<file path="src/logic/banana_pkg.sv">
package banana_pkg;

    ////////////////////////////////////////////////////////////
    // Geometry and flow control

    localparam int unsigned DISPLAY_W  = 96;
    localparam int unsigned DISPLAY_H  = 64;
    localparam int unsigned SPRITE_W   = 52;
    localparam int unsigned SPRITE_H   = 60;
    // Request to output pixel
    localparam int unsigned PIPE_DEPTH = 3;
    // Sink buffer depth
    localparam int unsigned CREDITS    = 4;

    ////////////////////////////////////////////////////////////
    // RGB565 palette

    localparam logic [15:0] COLOR_BLACK       = 16'b00000_000000_00000;
    localparam logic [15:0] COLOR_YELLOW      = 16'b11111_111111_00000;
    localparam logic [15:0] COLOR_DARK_YELLOW = 16'b11011_101100_00010;
    localparam logic [15:0] COLOR_PALE_YELLOW = 16'b11100_111000_10001;

    ////////////////////////////////////////////////////////////
    // Scalar types

    typedef logic [6:0]  coord_x_t;
    typedef logic [5:0]  coord_y_t;
    typedef logic [5:0]  offset_x_t;
    typedef logic [5:0]  offset_y_t;
    typedef logic [15:0] rgb565_t;
    typedef logic [2:0]  credit_t;

    // Row range, empty when lo > hi
    typedef struct packed {
        offset_y_t lo;
        offset_y_t hi;
    } band_t;

    localparam band_t BAND_NONE = '{lo: 6'd63, hi: 6'd0};

    typedef struct packed {
        coord_x_t left_x;
        coord_y_t top_y;
        logic     sliced;
        rgb565_t  background;
    } frame_cfg_t;

    typedef struct packed {
        coord_x_t x;
        coord_y_t y;
        logic     last;
    } pixel_req_t;

    typedef struct packed {
        logic      in_box;
        offset_y_t dy;
        band_t     outline;
        band_t     dark;
        band_t     yellow;
        band_t     cut;
        band_t     pale;
    } span_t;

    typedef struct packed {
        rgb565_t color;
        logic    last;
    } pixel_out_t;

    typedef enum logic [1:0] {
        IDLE,
        SCAN,
        DRAIN
    } frame_state_t;

endpackage

</file>
<file path="src/logic/banana_frame_top.sv">
`timescale 1ns/1ps

module banana_frame_top (
    input  logic                   clk,
    input  logic                   arst_n,
    input  logic                   frame_start,
    input  banana_pkg::coord_x_t   left_x,
    input  banana_pkg::coord_y_t   top_y,
    input  logic                   sliced,
    input  banana_pkg::rgb565_t    background,
    input  logic                   credit_return,
    output logic                   pix_valid,
    output banana_pkg::pixel_out_t pix,
    output logic                   busy
);

    banana_pkg::frame_cfg_t settings;
    banana_pkg::frame_cfg_t cfg;
    logic                   req_valid;
    banana_pkg::pixel_req_t req;
    logic                   span_valid;
    banana_pkg::span_t      span;
    logic                   span_last;
    logic                   pix_done;

    assign settings = '{left_x: left_x, top_y: top_y, sliced: sliced, background: background};
    assign pix_done = pix_valid && pix.last;

    frame_control u_frame_control (
        .clk           (clk),
        .arst_n        (arst_n),
        .frame_start   (frame_start),
        .settings      (settings),
        .credit_return (credit_return),
        .last_req      (req.last),
        .pix_done      (pix_done),
        .cfg           (cfg),
        .req_valid     (req_valid),
        .busy          (busy)
    );

    pixel_scanner u_pixel_scanner (
        .clk    (clk),
        .arst_n (arst_n),
        .step   (req_valid),
        .req    (req)
    );

    banana_span_table u_span_table (
        .clk        (clk),
        .arst_n     (arst_n),
        .in_valid   (req_valid),
        .req        (req),
        .cfg        (cfg),
        .span_valid (span_valid),
        .span       (span),
        .last       (span_last)
    );

    pixel_colorizer u_colorizer (
        .clk        (clk),
        .arst_n     (arst_n),
        .span_valid (span_valid),
        .span       (span),
        .last       (span_last),
        .background (cfg.background),
        .pix_valid  (pix_valid),
        .pix        (pix)
    );

endmodule

</file>
<file path="src/logic/banana_span_table.sv">
`timescale 1ns/1ps

module banana_span_table (
    input  logic                   clk,
    input  logic                   arst_n,
    input  logic                   in_valid,
    input  banana_pkg::pixel_req_t req,
    input  banana_pkg::frame_cfg_t cfg,
    output logic                   span_valid,
    output banana_pkg::span_t      span,
    output logic                   last
);

    banana_pkg::coord_x_t  dx_full;
    banana_pkg::coord_y_t  dy_full;
    logic                  in_box_d;
    logic                  s1_valid;
    logic                  s1_last;
    logic                  s1_in_box;
    banana_pkg::offset_x_t s1_dx;
    banana_pkg::offset_y_t s1_dy;
    logic [4:0]            pair;
    banana_pkg::span_t     tbl;

    function automatic banana_pkg::band_t rng(input int lo, input int hi);
        banana_pkg::band_t b;
        b.lo = banana_pkg::offset_y_t'(lo);
        b.hi = banana_pkg::offset_y_t'(hi);
        return b;
    endfunction

    function automatic banana_pkg::band_t nil();
        return banana_pkg::BAND_NONE;
    endfunction

    function automatic banana_pkg::span_t pack(
        input banana_pkg::band_t outline,
        input banana_pkg::band_t dark,
        input banana_pkg::band_t yellow,
        input banana_pkg::band_t cut,
        input banana_pkg::band_t pale
    );
        banana_pkg::span_t s;
        s         = '0;
        s.outline = outline;
        s.dark    = dark;
        s.yellow  = yellow;
        s.cut     = cut;
        s.pale    = pale;
        return s;
    endfunction

    ////////////////////////////////////////////////////////////
    // Stage 1: offset from the sprite corner

    assign dx_full  = req.x - cfg.left_x;
    assign dy_full  = req.y - cfg.top_y;
    assign in_box_d = (req.x >= cfg.left_x) && (req.y >= cfg.top_y)
                      && (dx_full < banana_pkg::SPRITE_W)
                      && (dy_full < banana_pkg::SPRITE_H);

    always_ff @(posedge clk or negedge arst_n)
    begin
        if (!arst_n)
        begin
            s1_valid   <= 1'b0;
            span_valid <= 1'b0;
        end
        else
        begin
            s1_valid   <= in_valid;
            span_valid <= s1_valid;
        end
    end

    always_ff @(posedge clk)
    begin
        s1_last   <= req.last;
        s1_in_box <= in_box_d;
        s1_dx     <= dx_full[5:0];
        s1_dy     <= dy_full;
    end

    ////////////////////////////////////////////////////////////
    // Stage 2: band limits per column pair

    assign pair = s1_dx[5:1];

    always_comb
    begin
        // outline, dark, yellow, cut, pale
        case (pair)
            5'd0:  tbl = pack(rng(12,23), nil(), nil(), nil(), nil());
            5'd1:  tbl = pack(rng(7,28), rng(12,23), nil(), nil(), nil());
            5'd2:  tbl = pack(rng(0,33), rng(7,28), nil(), nil(), nil());
            5'd3:  tbl = pack(rng(0,39), rng(25,33), rng(7,24), nil(), nil());
            5'd4:  tbl = pack(rng(0,43), rng(33,39), rng(7,32), nil(), nil());
            5'd5:  tbl = pack(rng(7,47), rng(38,43), rng(12,37), nil(), nil());
            5'd6:  tbl = pack(rng(12,49), rng(43,47), rng(24,42), nil(), nil());
            5'd7:  tbl = pack(rng(24,51), rng(47,49), rng(26,46), nil(), nil());
            5'd8:  tbl = pack(rng(26,53), rng(50,51), rng(28,49), nil(), nil());
            5'd9:  tbl = pack(rng(28,53), rng(50,51), rng(30,49), nil(), nil());
            5'd10: tbl = pack(rng(30,55), rng(50,53), rng(32,49), nil(), nil());
            5'd11: tbl = pack(rng(32,55), rng(49,53), rng(34,48), nil(), nil());
            5'd12: tbl = pack(rng(32,57), rng(49,55), rng(34,48), nil(), nil());
            5'd13, 5'd14, 5'd15:
                tbl = pack(rng(34,59), rng(53,57), rng(36,52), nil(), nil());
            5'd16, 5'd17:
                tbl = pack(rng(32,55), rng(51,53), rng(34,50), nil(), nil());
            5'd18: tbl = pack(rng(30,53), rng(50,51), rng(32,49), nil(), nil());
            5'd19: tbl = pack(rng(28,53), rng(49,51), rng(30,48), nil(), nil());
            5'd20: tbl = pack(rng(26,51), rng(48,49), rng(28,47), nil(), nil());
            5'd21: tbl = pack(rng(26,49), rng(45,47), rng(28,44), nil(), nil());
            5'd22: tbl = pack(rng(24,47), rng(41,44), rng(26,40), nil(), nil());
            5'd23: tbl = pack(rng(24,44), rng(35,41), rng(26,34), nil(), nil());
            5'd24: tbl = pack(rng(26,41), rng(33,35), rng(30,32), nil(), nil());
            5'd25: tbl = pack(rng(30,35), nil(), nil(), nil(), nil());
            default: tbl = pack(nil(), nil(), nil(), nil(), nil());
        endcase

        // Cut section overrides the middle columns
        if (cfg.sliced)
        begin
            case (pair)
                5'd8:  tbl = pack(rng(26,27), nil(), rng(28,48), nil(), rng(45,48));
                5'd9:  tbl = pack(rng(28,53), nil(), rng(30,45), rng(46,51), rng(43,45));
                5'd10: tbl = pack(rng(30,55), rng(50,53), rng(32,49), rng(45,50), rng(43,51));
                5'd11: tbl = pack(rng(32,55), rng(49,53), rng(34,48), rng(44,47), rng(41,51));
                5'd12: tbl = pack(rng(32,57), rng(49,55), rng(34,48), rng(43,46), rng(40,49));
                5'd13: tbl = pack(rng(34,59), rng(53,57), rng(36,52), rng(41,44), rng(37,47));
                5'd14: tbl = pack(rng(34,59), rng(53,57), rng(36,52), rng(38,42), rng(37,45));
                5'd15: tbl = pack(rng(34,59), rng(53,57), rng(36,52), rng(37,40), rng(41,43));
                5'd16: tbl = pack(rng(32,55), rng(51,53), rng(34,50), rng(35,38), rng(39,41));
                5'd17: tbl = pack(rng(32,55), rng(51,53), rng(34,50), rng(0,35), rng(36,39));
                5'd18: tbl = pack(rng(30,53), rng(50,51), rng(32,49), rng(0,33), rng(34,36));
                5'd19: tbl = pack(rng(28,53), rng(49,51), rng(30,48), rng(0,30), rng(31,34));
                5'd20: tbl = pack(rng(26,51), rng(48,49), rng(28,47), nil(), rng(30,31));
                default: ;
            endcase
        end

        tbl.in_box = s1_in_box;
        tbl.dy     = s1_dy;
    end

    always_ff @(posedge clk)
    begin
        span <= tbl;
        last <= s1_last;
    end

endmodule

</file>
<file path="src/logic/frame_control.sv">
`timescale 1ns/1ps

module frame_control (
    input  logic                   clk,
    input  logic                   arst_n,
    input  logic                   frame_start,
    input  banana_pkg::frame_cfg_t settings,
    input  logic                   credit_return,
    input  logic                   last_req,
    input  logic                   pix_done,
    output banana_pkg::frame_cfg_t cfg,
    output logic                   req_valid,
    output logic                   busy
);

    banana_pkg::frame_state_t state_q;
    banana_pkg::frame_state_t state_d;
    banana_pkg::credit_t      credits_q;

    // A credit is reserved per request so nothing downstream stalls
    assign req_valid = (state_q == banana_pkg::SCAN) && (credits_q != '0);
    assign busy      = (state_q != banana_pkg::IDLE);

    always_comb
    begin
        state_d = state_q;
        case (state_q)
            banana_pkg::IDLE:
            begin
                if (frame_start)
                    state_d = banana_pkg::SCAN;
            end
            banana_pkg::SCAN:
            begin
                if (req_valid && last_req)
                    state_d = banana_pkg::DRAIN;
            end
            banana_pkg::DRAIN:
            begin
                // Wait for the final pixel to leave the pipe
                if (pix_done)
                    state_d = banana_pkg::IDLE;
            end
            default: state_d = banana_pkg::IDLE;
        endcase
    end

    always_ff @(posedge clk or negedge arst_n)
    begin
        if (!arst_n)
        begin
            state_q   <= banana_pkg::IDLE;
            credits_q <= banana_pkg::credit_t'(banana_pkg::CREDITS);
            cfg       <= '0;
        end
        else
        begin
            state_q   <= state_d;
            credits_q <= credits_q - banana_pkg::credit_t'(req_valid)
                                   + banana_pkg::credit_t'(credit_return);
            if ((state_q == banana_pkg::IDLE) && frame_start)
                cfg <= settings;
        end
    end

    ////////////////////////////////////////////////////////////
    // Checks

    a_credit_bound: assert property (@(posedge clk) disable iff (!arst_n)
        credits_q <= banana_pkg::credit_t'(banana_pkg::CREDITS));

    // Last request shows up at the output a fixed time later
    a_last_latency: assert property (@(posedge clk) disable iff (!arst_n)
        (req_valid && last_req) |-> ##(banana_pkg::PIPE_DEPTH) pix_done);

endmodule

</file>
<file path="src/logic/pixel_colorizer.sv">
`timescale 1ns/1ps

module pixel_colorizer (
    input  logic                   clk,
    input  logic                   arst_n,
    input  logic                   span_valid,
    input  banana_pkg::span_t      span,
    input  logic                   last,
    input  banana_pkg::rgb565_t    background,
    output logic                   pix_valid,
    output banana_pkg::pixel_out_t pix
);

    banana_pkg::rgb565_t color_d;

    function automatic logic in_band(
        input banana_pkg::band_t     b,
        input banana_pkg::offset_y_t dy
    );
        return (dy >= b.lo) && (dy <= b.hi);
    endfunction

    // First match wins
    always_comb
    begin
        if (!span.in_box)
            color_d = background;
        else if (in_band(span.cut, span.dy))
            color_d = background;
        else if (in_band(span.pale, span.dy))
            color_d = banana_pkg::COLOR_PALE_YELLOW;
        else if (in_band(span.yellow, span.dy))
            color_d = banana_pkg::COLOR_YELLOW;
        else if (in_band(span.dark, span.dy))
            color_d = banana_pkg::COLOR_DARK_YELLOW;
        else if (in_band(span.outline, span.dy))
            color_d = banana_pkg::COLOR_BLACK;
        else
            color_d = background;
    end

    always_ff @(posedge clk or negedge arst_n)
    begin
        if (!arst_n)
            pix_valid <= 1'b0;
        else
            pix_valid <= span_valid;
    end

    always_ff @(posedge clk)
    begin
        pix.color <= color_d;
        pix.last  <= last;
    end

endmodule

</file>
<file path="src/logic/pixel_scanner.sv">
`timescale 1ns/1ps

module pixel_scanner (
    input  logic                   clk,
    input  logic                   arst_n,
    input  logic                   step,
    output banana_pkg::pixel_req_t req
);

    banana_pkg::coord_x_t x_q;
    banana_pkg::coord_y_t y_q;
    logic                 end_x;
    logic                 end_y;

    assign end_x = (x_q == banana_pkg::coord_x_t'(banana_pkg::DISPLAY_W - 1));
    assign end_y = (y_q == banana_pkg::coord_y_t'(banana_pkg::DISPLAY_H - 1));

    // Raster order, wraps back to the origin for the next frame
    always_ff @(posedge clk or negedge arst_n)
    begin
        if (!arst_n)
        begin
            x_q <= '0;
            y_q <= '0;
        end
        else if (step)
        begin
            if (end_x)
            begin
                x_q <= '0;
                y_q <= end_y ? '0 : y_q + 1'b1;
            end
            else
                x_q <= x_q + 1'b1;
        end
    end

    assign req.x    = x_q;
    assign req.y    = y_q;
    assign req.last = end_x && end_y;

    a_x_in_range: assert property (@(posedge clk) disable iff (!arst_n)
        x_q < banana_pkg::DISPLAY_W);

endmodule

</file>
<file path="config.mk">
export PLATFORM = sky130hd
export DESIGN_NAME = banana_frame_top
export DESIGN_NICKNAME = d
export VERILOG_FILES = /design/src/logic/banana_pkg.sv /design/src/logic/banana_frame_top.sv /design/src/logic/banana_span_table.sv /design/src/logic/frame_control.sv /design/src/logic/pixel_colorizer.sv /design/src/logic/pixel_scanner.sv
export SDC_FILE = /design/constraint.sdc
export NUM_CORES = 1
export LEC_CHECK = 0
export BUFFER_PORTS_ARGS = -buffer_cell sky130_fd_sc_hd__buf_2
export CAP_MARGIN = 20
export CELL_PAD_IN_SITES_DETAIL_PLACEMENT = 1
export CELL_PAD_IN_SITES_GLOBAL_PLACEMENT = 1
export CORE_MARGIN = 8
export CORE_UTILIZATION = 40
export CTS_BUF_LIST = sky130_fd_sc_hd__clkbuf_8
export CTS_CLUSTER_DIAMETER = 200
export DETAILED_ROUTE_END_ITERATION = 8
export GPL_ROUTABILITY_DRIVEN = 0
export HOLD_SLACK_MARGIN = 0.02
export PLACE_DENSITY = 0.72
export SLEW_MARGIN = 20
export SYNTH_ARGS = -nofsm -noshare
export SYNTH_HDL_FRONTEND = slang
export SYNTH_SLANG_ARGS = --single-unit
export TNS_END_PERCENT = 5
</file>
<file path="constraint.sdc">
create_clock -name clk -period 3.3 [get_ports clk]
set_input_delay 0 -clock clk [delete_from_list [all_inputs] [get_ports clk]]
set_output_delay 0 -clock clk [all_outputs]
set_load 0.02 [all_outputs]
</file>
==> results.json <==
{
  "dp_slack_ns": 0.4506,
  "syn_area_sq_mm": 0.009143,
  "clock-sinks": 185,
  "placementRows": 55,
  "grt_pass1_wl_microns": 41820,
  "reg2reg_from": "u_pixel_scanner.x_q[0]$_DFFE_PN0P_",
  "ff_latch_area_sq_mm": 0.003960,
  "yosys-mux-area-fraction_pct": 2.203,
  "layout-drive-gt1-share_pct": 12.85,
  "dieArea_sq_mm": 0.02795,
  "worstPathRequired_ns": 3.63,
  "vias": 7539,
  "stdcell_count": 1406,
  "yosys_warnings": 0,
  "num-fill-cells": 2671,
  "power.total_mw": 11.35,
  "grt_setup_unrepaired": "false",
  "fin_util_pct": 46.41,
  "post_synth.cell_area_avg_sq_um": 8.920,
  "p_int_mw": 5.951,
  "clock_power_share_pct": 13.5,
  "worstPathArrival_ns": 3.22,
  "post_cts_buffers": 0,
  "grt_usage_pct": 18.35,
  "synth_edf_count": 0,
  "p_leak_nw": 4.944,
  "first_pass_iters": 4,
  "ys_seq_elements": 185,
  "synth_top_family_by_area": "compound AO/OA/AOI/OAI gates",
  "start_util_pct": 40.50,
  "clkLatencyLatePin_ns": 0.47,
  "yosys.area_share.simple_pct": 14.99,
  "crit_chain": "inv_1 -> ha_1 -> fa_1 -> xnor2_1 -> buf_4 -> nand2_1 -> o21ai_0 -> a22oi_1 -> a21oi_1 -> o21ai_0 -> a22oi_1",
  "rr_worst_depth": 11,
  "finalSetupViolCount": 0,
  "combPwrFrac_pct": 56.4,
  "fmax_mhz": 345.8,
  "synth_compound_area_share_pct": 19.04,
  "cts_tree": "done",
  "cp-end-kind": "flip-flop",
  "p_sw_share_pct": 47.55,
  "antenna_found_initial": 1,
  "finalCriticalPeriod_ns": 2.892,
  "hold_viol_final": 0,
  "crit_type": "flip-flop to flip-flop",
  "cts-root-buf": "clkbuf_8",
  "cap_viol_max_count": 0,
  "rrSetupSlack_ns": 0.41,
  "multi_input_area_sq_mm": 0.004668,
  "grt_max_degree": 33,
  "place_inst": 1341,
  "syn2layout_area_growth_pct": 14.57,
  "wl_microns": 25090,
  "start_kind": "flip-flop",
  "outcome": "complete, no violations",
  "tns_ns": 0,
  "timing.final.crit_share_pct": 87.63,
  "synthArstFlopShare_pct": 27.57,
  "max_stage_delay_ns": 0.59,
  "synth_ff_type": "dfxtp_1",
  "fin_nets": 1236,
  "core_area_sq_mm": 0.02257,
  "peakVddDrop_mv": 0.4868,
  "synth_xor_area_share_pct": 1.519,
  "p_per_area_mw_per_mm2": 1083,
  "io_pins": 53,
  "p_sw_mw": 5.395,
  "drc": 0,
  "setup_slack_ns": 0.4081,
  "crit_family": "compound AO/OA/AOI/OAI gates",
  "drt-initial-drc-count": 397,
  "max-clock-path-buffers": 2,
  "clkTransAtPathRegs_ns": 0.11,
  "clock_skew_ns": 0.02241,
  "h-tree-depth": 4,
  "slew_headroom_pct": 47.68,
  "power_frac_seq_pct": 30.1,
  "synth_seq_area_share_pct": 43.31,
  "via_per_inst": 5.362,
  "wire_per_inst_microns": 17.84,
  "dpl.hpwl_microns": 18480,
  "worstMarginPinSlew_ns": 0.7837,
  "finalMaxSlewViolations": 0,
  "synthDistinctLibCells": 70,
  "hp-class": "input port to async pin",
  "synthCells": 1025,
  "synth.net_count": 1153,
  "path_max_fanout": 10,
  "cts_buffers": 17,
  "port_buffers": 52,
  "synth_fa_ha_area_share_pct": 13.11,
  "grt_pass1_vias": 7998,
  "die_width_microns": 167.2,
  "slowest_stage": "a22oi_1",
  "die_height_microns": 167.2,
  "ant_nets": 0,
  "diodes": 0,
  "worstPathBufferInverterCount": 2,
  "gr-total-overflow": 0
}
-- routing by layer --
metal | wire, microns | track usage [%] | vias to the layer above | share of wire, %
li1 | - | - | 3697 | -
met1 | 11290 | 22.62 | 3696 | 45
met2 | 12490 | 31.99 | 108 | 50
met3 | 731 | 3.433 | 38 | 2.9
met4 | 565 | 5.629 | 0 | 2.3
met5 | 0 | 0 | - | 0
-- area by class of cell --
type,count,area share [%]
well taps,285,3.404
multi-input cells,706,44.57
flip-flops and latches,185,37.80
clock buffers,18,2.365
repair buffers,106,7.143
clock inverters,14,1.421
inverters,92,3.297
-- synthesized netlist by cell type (8+ instances only) --
| library cell | n | share of area (%) |
|---|---|---|
| and2_1 | 9 | 0.62 |
| buf_2 | 12 | 0.66 |
| a21oi_1 | 74 | 4.1 |
| dfxtp_1 | 134 | 29 |
| or2_2 | 8 | 0.55 |
| inv_1 | 90 | 3.7 |
| nor3_1 | 16 | 0.88 |
| xnor2_1 | 11 | 1.1 |
| mux2_2 | 17 | 2.1 |
| clkbuf_1 | 27 | 1.1 |
| ha_1 | 91 | 12 |
| o22ai_1 | 10 | 0.68 |
| o21ai_0 | 78 | 4.3 |
| nand2_1 | 121 | 5.0 |
| nor2_1 | 80 | 3.3 |
| o22a_1 | 8 | 0.77 |
| a22oi_1 | 9 | 0.74 |
| nand2b_1 | 15 | 1.0 |
| nor2b_1 | 9 | 0.62 |
| nand3_1 | 19 | 1.0 |
| a21o_1 | 19 | 1.6 |
| o21a_1 | 17 | 1.4 |
| dfrtp_1 | 50 | 14 |
-- worst reg2reg max path, cell delays in order (launching register included) --
cell and delay [ns]:
dfrtp_1 0.40, inv_1 0.08, ha_1 0.23, fa_1 0.45, xnor2_1 0.18, buf_4 0.19, nand2_1 0.07, o21ai_0 0.08
a22oi_1 0.59, a21oi_1 0.19, o21ai_0 0.18, a22oi_1 0.11
-- worst max path at each step --
stage | from | endpoint | slack, ns | cells after the start
finish | u_pixel_scanner.x_q[0]$_DFFE_PN0P_ | flip-flop | 0.41 | 11
global placement | u_pixel_scanner.x_q[0]$_DFFE_PN0P_ | flip-flop | 0.55 | 11
floorplan | u_pixel_scanner.x_q[0]$_DFFE_PN0P_ | flip-flop | 0.34 | 10
CTS | u_pixel_scanner.x_q[0]$_DFFE_PN0P_ | flip-flop | 0.40 | 11
detailed placement | u_pixel_scanner.x_q[0]$_DFFE_PN0P_ | flip-flop | 0.45 | 11
global route | u_pixel_scanner.x_q[0]$_DFFE_PN0P_ | flip-flop | 0.21 | 11
-- cell families after synthesis --
group / Yosys count
and+or+nand+nor: 303
AOI/OAI and AO/OA: 276
buffers and inverters: 134
muxes: 18
DFF: 185
adders and majority gates: 94
xor gates and xnor gates: 15
-- cells in the final DEF (no fill, tap or decap), types with 11 or more instances in the layout --
cell type	netlist	layout
nor3_1	16	16
o21ai_0	78	78
clkbuf_8	0	18
buf_4	2	21
dlygate4sd3_1	0	33
ha_1	91	91
o21a_1	17	17
dfxtp_1	134	134
nand2b_1	15	15
mux2_2	17	17
dfrtp_1	50	50
nand2_1	121	121
a21oi_1	74	73
buf_2	12	52
nor2_1	80	79
nand3_1	19	19
a21o_1	19	19
inv_1	90	90
xnor2_1	11	11
-- power by group through the flow --
| stage | Combinational, mW | Sequential, mW | Clock (mW) |
|---|---|---|---|
| final | 6.40 | 3.42 | 1.53 |
| after global routing | 7.15 | 3.50 | 1.66 |
| after CTS | 6.38 | 3.42 | 1.56 |
| after detailed placement | 6.29 | 3.47 | 0 |
| after global placement | 6.19 | 3.46 | 0 |
| after floorplan | 4.57 | 3.29 | 0 |
-- through the flow --
stage | hold WS [ns] | area (sq um)
2_1_floorplan | -0.2956 | 9143
3_3_place_gp | 0.1148 | 9748
3_5_place_dp | 0.1112 | 9748
4_1_cts | 0.1353 | 10480
5_1_grt | 0.1647 | 10480
6_report | 0.1315 | 10480
-- what timing repair did --
item                                   CTS  global route
hold buffers                            33             0
gates resized for setup                  0             0
endpoints found under the hold margin   63             0
(Power assumes the default switching activity.)
